[src/common/spi_pkg.sv]
`default_nettype none

package spi_pkg;

  // ~~~~~~~~~~~~~~~~~~~~~~~~~~~~~
  // command word
  // ~~~~~~~~~~~~~~~~~~~~~~~~~~~~~
  localparam int CMD_WIDTH   = 12;
  localparam int READ_WIDTH  = 8;
  localparam int RD_HDR_BITS = 4;    // rw bit plus the register address.

  typedef union packed {
    struct packed {
      logic                   rw;
      logic [RD_HDR_BITS-2:0] addr;
      logic [READ_WIDTH-1:0]  data;
    } wr;
    struct packed {
      logic                   rw;
      logic [RD_HDR_BITS-2:0] addr;
      logic [READ_WIDTH-1:0]  pad;   // idle while the device turns the bus around.
    } rd;
  } cmd_word_t;

  // ~~~~~~~~~~~~~~~~~~~~~~~~~~~~~
  // spi timing
  // ~~~~~~~~~~~~~~~~~~~~~~~~~~~~~
  localparam int SCLK_HALF  = 4;     // clk cycles per sclk half period.
  localparam int TURNAROUND = 8;
  localparam int DIV_W      = 4;
  localparam int BIT_W      = 4;

  localparam int STATE_W = 3;
  localparam logic [STATE_W-1:0] ENG_IDLE     = 3'd0;
  localparam logic [STATE_W-1:0] ENG_WR_SHIFT = 3'd1;
  localparam logic [STATE_W-1:0] ENG_RD_HDR   = 3'd2;
  localparam logic [STATE_W-1:0] ENG_TURN     = 3'd3;
  localparam logic [STATE_W-1:0] ENG_RD_DATA  = 3'd4;
  localparam logic [STATE_W-1:0] ENG_FINISH   = 3'd5;

  // ~~~~~~~~~~~~~~~~~~~~~~~~~~~~~
  // wishbone register map
  // ~~~~~~~~~~~~~~~~~~~~~~~~~~~~~
  localparam int WB_ADR_W = 4;
  localparam int WB_DAT_W = 32;

  localparam logic [WB_ADR_W-1:0] REG_CMD    = 4'h0;
  localparam logic [WB_ADR_W-1:0] REG_STATUS = 4'h4;
  localparam logic [WB_ADR_W-1:0] REG_RDATA  = 4'h8;

  localparam int ST_BUSY     = 0;
  localparam int ST_RD_VALID = 1;
  localparam int ST_OVERRUN  = 2;

endpackage

`default_nettype wire

[src/hdl/wb_spi_regs.sv]
`default_nettype none

module wb_spi_regs
  import spi_pkg::*;
(
  input  wire logic                  clk,
  input  wire logic                  rst_n,
  input  wire logic                  wb_cyc,
  input  wire logic                  wb_stb,
  input  wire logic                  wb_we,
  input  wire logic [WB_ADR_W-1:0]   wb_adr,
  input  wire logic [WB_DAT_W-1:0]   wb_dat_w,
  output logic      [WB_DAT_W-1:0]   wb_dat_r,
  output logic                       wb_ack,
  output cmd_word_t                  cmd_in,
  output logic                       cmd_vld,
  input  wire logic                  cmd_rdy,
  input  wire logic                  read_vld,
  input  wire logic [READ_WIDTH-1:0] read_data
);

  logic                  wb_req;
  logic                  wr_cmd;
  logic                  rd_status;
  logic                  rd_rdata;
  logic                  busy;
  logic                  overrun;
  logic                  rd_valid;
  logic [READ_WIDTH-1:0] rdata_q;
  logic [WB_DAT_W-1:0]   status_word;
  logic [WB_DAT_W-1:0]   rd_mux;
  cmd_word_t             cmd_next;

  // ~~~~~~~~~~~~~~~~~~~~~~~~~~~~~
  // bus decode
  // ~~~~~~~~~~~~~~~~~~~~~~~~~~~~~
  assign wb_req    = wb_cyc && wb_stb && !wb_ack;   // one ack per request.
  assign wr_cmd    = wb_req && wb_we && (wb_adr == REG_CMD);
  assign rd_status = wb_req && !wb_we && (wb_adr == REG_STATUS);
  assign rd_rdata  = wb_req && !wb_we && (wb_adr == REG_RDATA);

  always_comb
  begin
    cmd_next = cmd_word_t'(wb_dat_w[CMD_WIDTH-1:0]);
    if (!cmd_next.rd.rw)
      cmd_next.rd.pad = '0;                         // read commands carry no data.
  end

  always_comb
  begin
    status_word              = '0;
    status_word[ST_BUSY]     = busy;
    status_word[ST_RD_VALID] = rd_valid;
    status_word[ST_OVERRUN]  = overrun;
  end

  always_comb
  begin
    case (wb_adr)
      REG_CMD:    rd_mux = WB_DAT_W'(cmd_in);
      REG_STATUS: rd_mux = status_word;
      REG_RDATA:  rd_mux = WB_DAT_W'(rdata_q);
      default:    rd_mux = '0;
    endcase
  end

  // ~~~~~~~~~~~~~~~~~~~~~~~~~~~~~
  // control flags
  // ~~~~~~~~~~~~~~~~~~~~~~~~~~~~~
  always_ff @(posedge clk or negedge rst_n)
  begin
    if (!rst_n)
    begin
      wb_ack   <= 1'b0;
      cmd_vld  <= 1'b0;
      busy     <= 1'b0;
      overrun  <= 1'b0;
      rd_valid <= 1'b0;
    end
    else
    begin
      wb_ack <= wb_req;

      if (wr_cmd && !busy)
      begin
        busy    <= 1'b1;
        cmd_vld <= 1'b1;
      end
      else if (cmd_vld && cmd_rdy)
        cmd_vld <= 1'b0;                            // engine took it.
      else if (busy && !cmd_vld && cmd_rdy)
        busy <= 1'b0;

      if (wr_cmd && busy)
        overrun <= 1'b1;                            // the command is dropped.
      else if (rd_status)
        overrun <= 1'b0;

      if (read_vld)
        rd_valid <= 1'b1;
      else if (rd_rdata)
        rd_valid <= 1'b0;
    end
  end

  // ~~~~~~~~~~~~~~~~~~~~~~~~~~~~~
  // data registers
  // ~~~~~~~~~~~~~~~~~~~~~~~~~~~~~
  always_ff @(posedge clk)
  begin
    if (wr_cmd && !busy)
      cmd_in <= cmd_next;
    if (read_vld)
      rdata_q <= read_data;
    if (wb_req && !wb_we)
      wb_dat_r <= rd_mux;
  end

  a_read_busy: assert property (@(posedge clk) disable iff (!rst_n) read_vld |-> busy);

endmodule

`default_nettype wire

[src/hdl/wb_spi_top.sv]
`default_nettype none

module wb_spi_top
  import spi_pkg::*;
(
  input  wire logic                clk,
  input  wire logic                rst_n,
  input  wire logic                wb_cyc,
  input  wire logic                wb_stb,
  input  wire logic                wb_we,
  input  wire logic [WB_ADR_W-1:0] wb_adr,
  input  wire logic [WB_DAT_W-1:0] wb_dat_w,
  output logic      [WB_DAT_W-1:0] wb_dat_r,
  output logic                     wb_ack,
  output logic                     sclk,
  output logic                     cs_n,
  output logic                     mosi,
  input  wire logic                miso
);

  cmd_word_t             cmd_in;
  logic                  cmd_vld;
  logic                  cmd_rdy;
  logic                  read_vld;
  logic [READ_WIDTH-1:0] read_data;

  wb_spi_regs u_regs (
    .clk       (clk),
    .rst_n     (rst_n),
    .wb_cyc    (wb_cyc),
    .wb_stb    (wb_stb),
    .wb_we     (wb_we),
    .wb_adr    (wb_adr),
    .wb_dat_w  (wb_dat_w),
    .wb_dat_r  (wb_dat_r),
    .wb_ack    (wb_ack),
    .cmd_in    (cmd_in),
    .cmd_vld   (cmd_vld),
    .cmd_rdy   (cmd_rdy),
    .read_vld  (read_vld),
    .read_data (read_data)
  );

  spi_engine u_engine (
    .clk       (clk),
    .rst_n     (rst_n),
    .cmd_in    (cmd_in),
    .cmd_vld   (cmd_vld),
    .cmd_rdy   (cmd_rdy),
    .sclk      (sclk),
    .cs_n      (cs_n),
    .mosi      (mosi),
    .miso      (miso),
    .read_vld  (read_vld),
    .read_data (read_data)
  );

endmodule

`default_nettype wire

[src/spi_engine/spi_engine.sv]
`default_nettype none

module spi_engine
  import spi_pkg::*;
(
  input  wire logic                  clk,
  input  wire logic                  rst_n,
  input  wire cmd_word_t             cmd_in,
  input  wire logic                  cmd_vld,
  output logic                       cmd_rdy,
  output logic                       sclk,
  output logic                       cs_n,
  output logic                       mosi,
  input  wire logic                  miso,
  output logic                       read_vld,
  output logic [READ_WIDTH-1:0]      read_data
);

  logic [STATE_W-1:0]    state;
  logic [DIV_W-1:0]      div_cnt;
  logic [BIT_W-1:0]      bit_cnt;
  logic [BIT_W-1:0]      last_bit;
  logic [CMD_WIDTH-1:0]  tx_shift;
  logic [READ_WIDTH-1:0] rx_shift;
  logic                  accept;
  logic                  shifting;
  logic                  rise_pt;
  logic                  bit_end;
  logic                  gap_end;

  // ~~~~~~~~~~~~~~~~~~~~~~~~~~~~~
  // handshake and phase timing
  // ~~~~~~~~~~~~~~~~~~~~~~~~~~~~~
  assign cmd_rdy = (state == ENG_IDLE);
  assign accept  = cmd_vld && cmd_rdy;

  assign shifting = (state == ENG_WR_SHIFT) || (state == ENG_RD_HDR) ||
                    (state == ENG_RD_DATA);

  assign rise_pt = shifting && (div_cnt == DIV_W'(SCLK_HALF - 1));      // sclk goes high here.
  assign bit_end = shifting && (div_cnt == DIV_W'(2 * SCLK_HALF - 1));  // and low again here.
  assign gap_end = (state == ENG_TURN) && (div_cnt == DIV_W'(TURNAROUND - 1));

  always_comb
  begin
    case (state)
      ENG_WR_SHIFT: last_bit = BIT_W'(CMD_WIDTH - 1);
      ENG_RD_HDR:   last_bit = BIT_W'(RD_HDR_BITS - 1);
      default:      last_bit = BIT_W'(READ_WIDTH - 1);
    endcase
  end

  assign read_vld  = (state == ENG_FINISH);   // cs_n is already high here.
  assign read_data = rx_shift;

  // ~~~~~~~~~~~~~~~~~~~~~~~~~~~~~
  // state machine and pins
  // ~~~~~~~~~~~~~~~~~~~~~~~~~~~~~
  always_ff @(posedge clk or negedge rst_n)
  begin
    if (!rst_n)
    begin
      state   <= ENG_IDLE;
      div_cnt <= '0;
      bit_cnt <= '0;
      sclk    <= 1'b0;
      cs_n    <= 1'b1;
      mosi    <= 1'b0;
    end
    else
    begin
      case (state)
        ENG_IDLE:
        begin
          if (accept)
          begin
            if (cmd_in.wr.rw)
              state <= ENG_WR_SHIFT;
            else
              state <= ENG_RD_HDR;
            cs_n    <= 1'b0;
            mosi    <= cmd_in.wr.rw;            // msb leaves with the cs_n fall.
            div_cnt <= '0;
            bit_cnt <= '0;
          end
        end

        ENG_WR_SHIFT, ENG_RD_HDR, ENG_RD_DATA:
        begin
          div_cnt <= div_cnt + 1'b1;
          if (rise_pt)
            sclk <= 1'b1;
          if (bit_end)
          begin
            sclk    <= 1'b0;
            div_cnt <= '0;
            bit_cnt <= bit_cnt + 1'b1;
            if (state != ENG_RD_DATA)
              mosi <= tx_shift[CMD_WIDTH-1];    // next bit follows the falling edge.
            if (bit_cnt == last_bit)
            begin
              bit_cnt <= '0;
              mosi    <= 1'b0;
              case (state)
                ENG_WR_SHIFT:
                begin
                  state <= ENG_IDLE;
                  cs_n  <= 1'b1;
                end
                ENG_RD_HDR:
                begin
                  state <= ENG_TURN;            // cs_n stays low through the gap.
                end
                default:
                begin
                  state <= ENG_FINISH;
                  cs_n  <= 1'b1;
                end
              endcase
            end
          end
        end

        ENG_TURN:
        begin
          div_cnt <= div_cnt + 1'b1;
          if (gap_end)
          begin
            state   <= ENG_RD_DATA;
            div_cnt <= '0;
          end
        end

        ENG_FINISH:
        begin
          state <= ENG_IDLE;
        end

        default:
        begin
          state <= ENG_IDLE;
          cs_n  <= 1'b1;
          sclk  <= 1'b0;
        end
      endcase
    end
  end

  // ~~~~~~~~~~~~~~~~~~~~~~~~~~~~~
  // shift registers
  // ~~~~~~~~~~~~~~~~~~~~~~~~~~~~~
  always_ff @(posedge clk)
  begin
    if (accept)
      tx_shift <= {cmd_in[CMD_WIDTH-2:0], 1'b0};   // msb is already on mosi.
    else if (bit_end)
      tx_shift <= {tx_shift[CMD_WIDTH-2:0], 1'b0};

    if (rise_pt && (state == ENG_RD_DATA))
      rx_shift <= {rx_shift[READ_WIDTH-2:0], miso}; // sampled as sclk rises.
  end

  a_cs_idle: assert property (@(posedge clk) disable iff (!rst_n) cmd_rdy |-> cs_n);

  a_sclk_idle: assert property (@(posedge clk) disable iff (!rst_n) cs_n |-> !sclk);

endmodule

`default_nettype wire

[config.mk]
export PLATFORM = sky130hd
export DESIGN_NAME = wb_spi_top
export DESIGN_NICKNAME = d
export VERILOG_FILES = /design/src/common/spi_pkg.sv /design/src/hdl/wb_spi_regs.sv /design/src/hdl/wb_spi_top.sv /design/src/spi_engine/spi_engine.sv
export SDC_FILE = /design/constraint.sdc
export NUM_CORES = 1
export LEC_CHECK = 0
export BUFFER_PORTS_ARGS = -buffer_cell sky130_fd_sc_hd__buf_2
export CELL_PAD_IN_SITES_DETAIL_PLACEMENT = 2
export CELL_PAD_IN_SITES_GLOBAL_PLACEMENT = 2
export CORE_MARGIN = 2
export CORE_UTILIZATION = 32
export DETAILED_ROUTE_END_ITERATION = 8
export PLACE_DENSITY = 0.87
export SYNTH_ARGS = -nofsm -noshare
export SYNTH_HDL_FRONTEND = slang
export SYNTH_SLANG_ARGS = --single-unit
[constraint.sdc]
create_clock -name clk -period 2.2 [get_ports clk]
set_input_delay 0.11 -clock clk [delete_from_list [all_inputs] [get_ports clk]]
set_output_delay 0.11 -clock clk [all_outputs]
set_load 0.05 [all_outputs]
==> impl_metrics.tcl, run 1 <==
set metrics [dict create \
    drt_iter0_drc 107 \
    yosysTopAreaCell "edfxtp_1" \
    ys_seq_elements 70 \
    area_growth_pct 17.74 \
    regToRegSetupSlack_ns 0.17 \
    grt.overflow.total 0 \
    die_x_um 105.8 \
    synth_area_sq_um 3316 \
    num_antenna_cells 0 \
    nets 360 \
    synth_cell_types 50 \
    synthTopCellsByArea "edfxtp_1 46%, dfrtp_1 14%, buf_4 4.5%" \
    antenna_found_initial 0 \
    die_y_um 105.8 \
    synth_top_area_share_pct 46.19 \
    grt_pass1_wl_um 13880 \
    min_period_ns 2.026 \
    path_class "register to register" \
    final_cell_count_no_fill 457 \
    cts_tree "built" \
    vias_per_cell 4.895 \
    endpoint_kind "register" \
    clock-sinks 70 \
    synth_top_family_by_area "simple AND/OR/NAND/NOR gates" \
    required_ns 2.25 \
    io_buffers 37 \
    slew_headroom_pct 52.68 \
    place_inst 436 \
    die_area_sq_um 11190 \
    globalplace.congestion 0.7835 \
    hold_class "primary input to register" \
    clk_pin_slew_ns 0.08 \
    drc 0 \
    first_pass_iters 4 \
    cts_buffers 9 \
    p_leak_nw 1.526 \
    ys_seq_area_share_pct 60.57 \
    nFillCells 1071 \
    hold_depth 2 \
    grt_max_degree 20 \
    status "complete, no violations" \
    drv_slew 0 \
    first_global_vias 2538 \
    p_per_area_nw_per_um2 964.0 \
    fmax_mhz 493.5 \
    synthesis.instances 266 \
    ys.warnings.count 0 \
    clkLatencyLatePin_ns 0.34 \
    h-tree-depth 3 \
    syn_area_per_cell_sq_um 12.46 \
    synth-xor-area-share_pct 0 \
    rr_worst_depth 6 \
    synth_fa_ha_area_share_pct 1.057 \
    drv_cap 0 \
    ant_nets 0 \
    worst_pin_slew_ns 0.7099 \
    cts_buffer_depth 2 \
    worstPathMaxFanout 9 \
    root_buffer "clkbuf_8" \
    hpwl_um 6259 \
    ys.flop_type "edfxtp_1" \
    async_flop_share_pct 27.14 \
    rsz0062_at_grt "false" \
    wirelength_um 8687 \
    drive_gt1_share_pct 26.48 \
    setup_viol_count_final 0 \
    final_hold_viol_count 0 \
    synthSimpleGateAreaFrac_pct 13.17 \
    std_cell_rows 37 \
    detail_route.wl_per_cell_um 19.01 \
    muxShareOfSynthArea_pct 6.906 \
    io_pins 78 \
    cp.arrival_ns 2.08 \
    crit_start "u_engine.state[1]" \
    worstReg2RegStart "u_engine.state[1]" \
    start_util_pct 32.56 \
    synth-edff-count 51 \
    worstHoldStart "wb_dat_w[4]" \
    cp-start-kind "register" \
    dr_total_vias 2237 \
    tns_ns 0 \
    period_share_pct 92.10 \
    ir_drop_v 0.0004077 \
    core_area_sq_um 10180 \
    synth_compound_area_share_pct 10.79 \
    track_usage_pct 16.46 \
    skew_ns 0.008139 \
]
[per-layer routing]
layer | track usage, % | share of wire [%] | wire (um)
met1 | 18.97 | 40 | 3507
met2 | 29.45 | 54 | 4683
met3 | 3.587 | 3.3 | 283
met4 | 6.767 | 2.5 | 213
met5 | 0 | 0 | 0
[final cells by class]
class,count,area [sq um],share of cell area [%]
Clock buffer,10,127.6,3.269
Clock inverter,6,93.84,2.404
Inverter,6,22.52,0.5769
Multi-Input combinational cell,176,1151,29.49
Sequential cell,70,2008,51.44
Tap cell,136,170.2,4.359
Timing Repair Buffer,53,330.3,8.462
[cell usage in the layout (no fill, tap or decap), types with 5 or more instances in the layout]
cell / instances
edfxtp_1: 51
buf_4: 10
buf_2: 37
nor2_1: 17
and2_1: 12
inv_1: 6
dfrtp_1: 18
dlygate4sd3_1: 5
o21ai_0: 11
nand2_1: 10
conb_1: 20
mux2i_1: 9
mux2_2: 9
a21oi_1: 17
nor3_1: 8
clkbuf_8: 9
nand3_1: 5
[path summary, 6_finish.rpt]
| check | end |
|---|---|
| max | u_engine.read_data[0] |
| min | u_regs.cmd_in[4] |
| max reg2reg | u_engine.read_data[0] |
| min reg2reg | u_engine.read_data[3] |
| max in group asynchronous | u_engine.cs_n |
| min in group asynchronous | u_engine.mosi |
[where the power goes]
group          total (W)  switching (W)  internal (W)  leakage, nW
registers        0.00166       0.000132       0.00153        0.711
logic           0.000952       0.000611      0.000341        0.707
clock network    0.00115       0.000499      0.000649        0.107
[critical path, stage by stage, from the launching register on]
cell and delay [ns]:
dfrtp_1 0.50, buf_4 0.23, nor2_2 0.11, buf_4 0.18, nand2_1 0.12, nor4b_1 0.34
buf_4 0.24
[timing repair]
action / 4_1_cts / 5_1_grt
endpoints found under the setup margin: 0 / 14
endpoints found under the hold margin: 22 / 0
buffers inserted: 0 / 0
resized for setup: 0 / 4
hold buffers: 5 / 0
[cell usage after synthesis, drive strengths merged, types with 3 or more instances]
cell	n
nor2	18
a31oi	3
and2	12
buf	30
dfrtp	18
o2bb2ai	3
inv	6
clkbuf	3
nor3	8
mux2	12
nor4	3
o21ai	14
mux2i	9
edfxtp	51
nand3b	3
a211oi	5
nand3	5
nand2b	4
nand2	10
a32o	3
a21oi	17
nor2b	4
[kinds of logic (layout without fill, tap and decap cells)]
group | after synthesis | in the layout
muxes | 21 | 21
AOI/OAI and AO/OA | 53 | 53
buffers and inverters | 39 | 75
other | 1 | 20
DFF | 70 | 70
adders and majority gates | 3 | 3
and+or+nand+nor | 79 | 79
[through the flow]
stage	total power (W)	setup slack (ns)	util (%)	hold WS (ns)	area [sq um]
6_report	0.003763	0.1738	38.33	0.05021	3904
2_1_floorplan	0.002396	0.0002420	-	-0.1856	3391
5_1_grt	0.003958	0.04262	38.33	0.03432	3904
3_3_place_gp	0.002549	0.2749	35.53	0.1004	3618
3_5_place_dp	0.002621	0.1305	35.53	0.09772	3618
4_1_cts	0.003793	0.06238	38.19	0.02833	3890
[flip-flops by register name (all words and copies together), names as in the netlist, 3 cells and up]
name / cells
u_engine.div_cnt: 4
u_engine.bit_cnt: 4
u_regs.cmd_in: 12
u_regs.rdata_q: 8
u_engine.read_data: 8
u_regs.wb_dat_r: 12
u_engine.state: 3
u_engine.tx_shift: 11
(Power assumes the default switching activity.)
==> inputs of run 2 (changes only) <==
- RECOVER_POWER: not set -> 100
==> impl_metrics.tcl, run 2 (synthesis gave the netlist of run 1 again) <==
set metrics [dict create \
    status "complete, no violations" \
    cts_tree "built" \
    slew_headroom_pct 24.14 \
    io_buffers 37 \
    rsz0062_at_grt "false" \
    grt.overflow.total 0 \
    dpl_worst_slack_ns 0.1305 \
    cp.arrival_ns 2.14 \
    required_ns 2.25 \
    h-tree-depth 3 \
    fin_ws_ns 0.1164 \
    clock-sinks 70 \
    final_hold_viol_count 0 \
    root_buffer "clkbuf_8" \
    num_antenna_cells 0 \
    skew_ns 0.007963 \
    dr_total_vias 2235 \
    globalplace.congestion 0.7835 \
    ir_drop_v 0.0004073 \
    track_usage_pct 16.46 \
    area_growth_pct 16.53 \
    ant_nets 0 \
    clkLatencyLatePin_ns 0.34 \
    final_common_cell "edfxtp_1" \
    drv_cap 0 \
    antenna_found_initial 0 \
    tns_ns 0 \
    reg_top3 "u_regs.cmd_in: 12 flops, u_regs.wb_dat_r: 12 flops, u_engine.tx_shift: 11 flops" \
    drive_gt1_share_pct 19.31 \
    grt_pass1_wl_um 13880 \
    die_area_sq_um 11190 \
    std_cell_rows 37 \
    endpoint_kind "register" \
    power_w 0.003749 \
    nets 360 \
    mostFrequentLayoutCells "51 x edfxtp_1, 23 x clkbuf_1, 20 x conb_1, 18 x nor2_1, 18 x dfrtp_1" \
    cts_buffer_depth 2 \
    finalInstanceArea_sq_um 3864 \
    drt_iter0_drc 102 \
    detail_route.wl_per_cell_um 19.04 \
    hold_class "primary input to register" \
    p_per_area_nw_per_um2 970.2 \
    drc 0 \
    io_pins 78 \
    core_area_sq_um 10180 \
    setup_viol_count_final 0 \
    die_x_um 105.8 \
    grt_max_degree 20 \
    first_pass_iters 4 \
    dpl_cell_area_sq_um 3618 \
    p_leak_nw 1.448 \
    postCtsSetupRepairBufs 0 \
    path_class "register to register" \
    clk_pin_slew_ns 0.08 \
    worst_pin_slew_ns 1.138 \
    first_global_vias 2538 \
    cp-start-kind "register" \
    hpwl_um 6259 \
    die_y_um 105.8 \
    worstPathMaxFanout 9 \
    vias_per_cell 4.891 \
    final_cell_count_no_fill 457 \
    fmax_mhz 479.9 \
    min_period_ns 2.084 \
    cts_buffers 9 \
    wirelength_um 8700 \
    period_share_pct 94.71 \
    place_inst 436 \
    drv_slew 0 \
    start_util_pct 32.56 \
]
run 2: changes by cell type in the layout (fill, tap and decap cells not counted), sizes merged:
cell | before | now
buf | 48 | 24
clkbuf | 10 | 34
run 2: final cells by class:
class                           instances  area (sq um)
Tap cell                              136         170.2
Clock inverter                          6         93.84
Multi-Input combinational cell        176          1149
Sequential cell                        70          2008
Fill cell                            1086          6321
Clock buffer                           10         127.6
Inverter                                6         22.52
Timing Repair Buffer                   53         292.8
run 2: per-layer routing:
metal | vias up | routed length (um) | track usage [%]
li1 | 1034 | - | -
met1 | 1126 | 3526 | 18.97
met2 | 59 | 4667 | 29.45
met3 | 16 | 294 | 3.587
met4 | 0 | 212 | 6.767
met5 | - | 0 | 0
run 2: path summary, 6_finish.rpt:
kind	slack (ns)	depth (start not counted)	from	to
worst max-delay path	0.12	6	u_engine.state[1]	u_engine.read_data[0]
worst min-delay path	0.05	2	wb_dat_w[4]	u_regs.cmd_in[4]
worst max register to register	0.12	6	u_engine.state[1]	u_engine.read_data[0]
worst min register to register	0.46	0	u_engine.read_data[0]	u_engine.read_data[1]
max in group asynchronous	1.01	2	rst_n	u_regs.wb_ack
min in group asynchronous	0.51	2	rst_n	u_engine.mosi
run 2: metrics by stage:
| step | hold slack, ns | util, % |
|---|---|---|
| 2_1_floorplan | -0.1856 | - |
| 6_report | 0.04808 | 37.94 |
| 3_3_place_gp | 0.1004 | 35.53 |
| 3_5_place_dp | 0.09772 | 35.53 |
| 5_1_grt | 0.03432 | 37.94 |
| 4_1_cts | 0.02833 | 38.19 |
run 2: what timing repair did:
item                                   4_1_cts  5_1_grt
hold buffers                                 5        0
resized for setup                            0        4
setup endpoints to repair                    0       14
endpoints found under the hold margin       22        0
run 2: where the power goes:
part	internal [W]	leakage, nW	switching (W)	total, W
registers	0.00153	0.711	0.000131	0.00166
logic	0.000324	0.630	0.000610	0.000934
clock network	0.000649	0.107	0.000503	0.00115
run 2: worst max-delay path, cell delays in order (launching register included):
cell,delay (ns)
dfrtp_1,0.50
buf_4,0.22
nor2_1,0.16
buf_4,0.20
nand2_1,0.12
nor4b_1,0.35
buf_4,0.24
==> inputs of run 3 (changes only) <==
- GPL_ROUTABILITY_DRIVEN: not set -> 0
- PLACE_DENSITY: 0.87 -> 0.86
- SYNTH_HIERARCHICAL: not set -> 1
==> impl_metrics.tcl, run 3 <==
set metrics [dict create \
    die_y_um 106.6 \
    async_flop_share_pct 27.14 \
    hold_class "primary input to register" \
    grt_pass1_wl_um 13680 \
    final_util_pct 36.97 \
    synth_cell_types 58 \
    whs_endpoint "u_regs/cmd_in[2]" \
    fin_ws_ns 0.1813 \
    dr_total_vias 2209 \
    clk_pin_slew_ns 0.07 \
    final_common_cell "edfxtp_1" \
    clock-sinks 70 \
    std_cell_rows 37 \
    hold_depth 2 \
    drv_slew 0 \
    detail_route.wl_per_cell_um 19.36 \
    cts_buffers 9 \
    grt.overflow.total 0 \
    rr_worst_depth 5 \
    min_period_ns 2.019 \
    endpoint_kind "register" \
    tns_ns 0 \
    track_usage_pct 16.23 \
    p_per_area_nw_per_um2 1032 \
    h-tree-depth 3 \
    slew_headroom_pct 21.04 \
    synth_top_area_share_pct 45.43 \
    antenna_found_initial 0 \
    drc 0 \
    final_hold_viol_count 0 \
    io_buffers 37 \
    yosysTopAreaCell "edfxtp_1" \
    nFillCells 1084 \
    ys_seq_elements 70 \
    reg_top3 "u_regs/cmd_in: 12 flops, u_regs/wb_dat_r: 12 flops, u_engine/tx_shift: 11 flops" \
    ys_seq_area_share_pct 59.58 \
    skew_ns 0.01014 \
    root_buffer "clkbuf_8" \
    finalInstanceArea_sq_um 3800 \
    synth_area_sq_um 3371 \
    drive_gt1_share_pct 17.14 \
    mostFrequentLayoutCells "51 x edfxtp_1, 26 x clkbuf_1, 20 x conb_1, 18 x dfrtp_1, 16 x buf_2" \
    postCtsSetupRepairBufs 0 \
    die_x_um 106.6 \
    period_share_pct 91.76 \
    grt_max_degree 20 \
    syn_area_per_cell_sq_um 13.12 \
    synth.top_cells.by_count "51 x edfxtp_1, 21 x buf_4, 18 x dfrtp_1, 14 x and2_1, 10 x nand2_1" \
    dpl_cell_area_sq_um 3647 \
    worstHoldStart "wb_dat_w[2]" \
    core_area_sq_um 10280 \
    reg2reg_to "u_engine/tx_shift[4]" \
    dpl_worst_slack_ns 0.3005 \
    fmax_mhz 495.4 \
    cts_buffer_depth 2 \
    first_global_vias 2497 \
    drt_iter0_drc 77 \
    num_antenna_cells 0 \
    status "complete, no violations" \
    drv_cap 0 \
    worst_pin_slew_ns 1.184 \
    cts_tree "built" \
    cp.arrival_ns 2.06 \
    synthTopCellsByArea "edfxtp_1 45%, dfrtp_1 13%, buf_4 4.7%" \
    io_pins 78 \
    ys.warnings.count 6 \
    clkLatencyLatePin_ns 0.35 \
    first_pass_iters 4 \
    ant_nets 0 \
    ys.flop_type "edfxtp_1" \
    nets 355 \
    setup_viol_count_final 0 \
    required_ns 2.24 \
    rsz0062_at_grt "false" \
    ir_drop_v 0.0004118 \
    p_leak_nw 1.412 \
    worstPathMaxFanout 14 \
    hold_buffers 5 \
    worstReg2RegStart "u_engine/state[0]" \
    power_w 0.003921 \
    start_util_pct 32.80 \
    cts.repair.resized 0 \
    area_growth_pct 12.73 \
    synth-edff-count 51 \
    synth_most_common_cell "edfxtp_1" \
    vias_per_cell 4.898 \
    die_area_sq_um 11370 \
    cp-start-kind "register" \
    hpwl_um 6532 \
    synthesis.instances 257 \
    regToRegSetupSlack_ns 0.18 \
    wirelength_um 8733 \
    path_class "register to register" \
]
## run 3: layout make-up
cell class,instances,area [sq um],area share (%)
inverter,9,33.78,0.8890
clock buffer,10,127.6,3.359
tap,136,170.2,4.478
timing repair buffer,54,281.5,7.409
clock inverter,5,51.30,1.350
multi-input combinational,167,1127,29.67
sequential,70,2008,52.85
## run 3: per-layer routing
layer  part of all wire, %  global-route usage (%)  vias to the layer above
met3                   3.1                   3.951                       14
li1                      -                       -                     1017
met1                    42                   18.38                     1130
met4                   2.1                   6.308                        0
met5                     0                       0                        -
met2                    53                   29.34                       48
## run 3: through the flow
| stage | hold WS [ns] | std cells |
|---|---|---|
| after floorplan | -0.1856 | 276 |
| after global placement | 0.09587 | 431 |
| after detailed placement | 0.1021 | 431 |
| after CTS | 0.02674 | 451 |
| after global routing | 0.03644 | 451 |
| final | 0.04128 | 451 |
## run 3: critical path, cell delays in order (launching register included)
cell	delay (ns)
dfrtp_1	0.41
or2_0	0.27
clkbuf_1	0.33
a21o_1	0.30
nand2_1	0.12
clkbuf_4	0.27
## run 3: logic make-up after synthesis
kind of cell	count (synthesis)	synth area share, %
DFF	70	59.58
AOI/OAI and AO/OA	53	10.99
buffers and inverters	39	8.129
xor gates and xnor gates	1	0.2599
adders and majority gates	2	0.7423
muxes	17	5.717
and+or+nand+nor	74	14.48
other	1	0.1113
## run 3: report_power, final
group / switching (W) / internal [W] / total (W)
clock: 0.000476 / 0.000510 / 0.000986
sequential: 0.000186 / 0.00161 / 0.00180
combinational: 0.000725 / 0.000413 / 0.00114
## run 3: worst max-delay path by stage
stage                                    from               endpoint  slack (ns)  cells past startpoint
after CTS                 u_engine/div_cnt[0]   u_engine/tx_shift[4]        0.28                      5
after floorplan             u_engine/state[0]  u_engine/read_data[0]        0.04                      4
after global placement    u_engine/div_cnt[0]          u_engine/mosi        0.39                      5
after detailed placement  u_engine/div_cnt[0]   u_engine/tx_shift[7]        0.30                      5
after global routing        u_engine/state[0]   u_engine/tx_shift[2]        0.08                      5
final                       u_engine/state[0]   u_engine/tx_shift[4]        0.18                      5
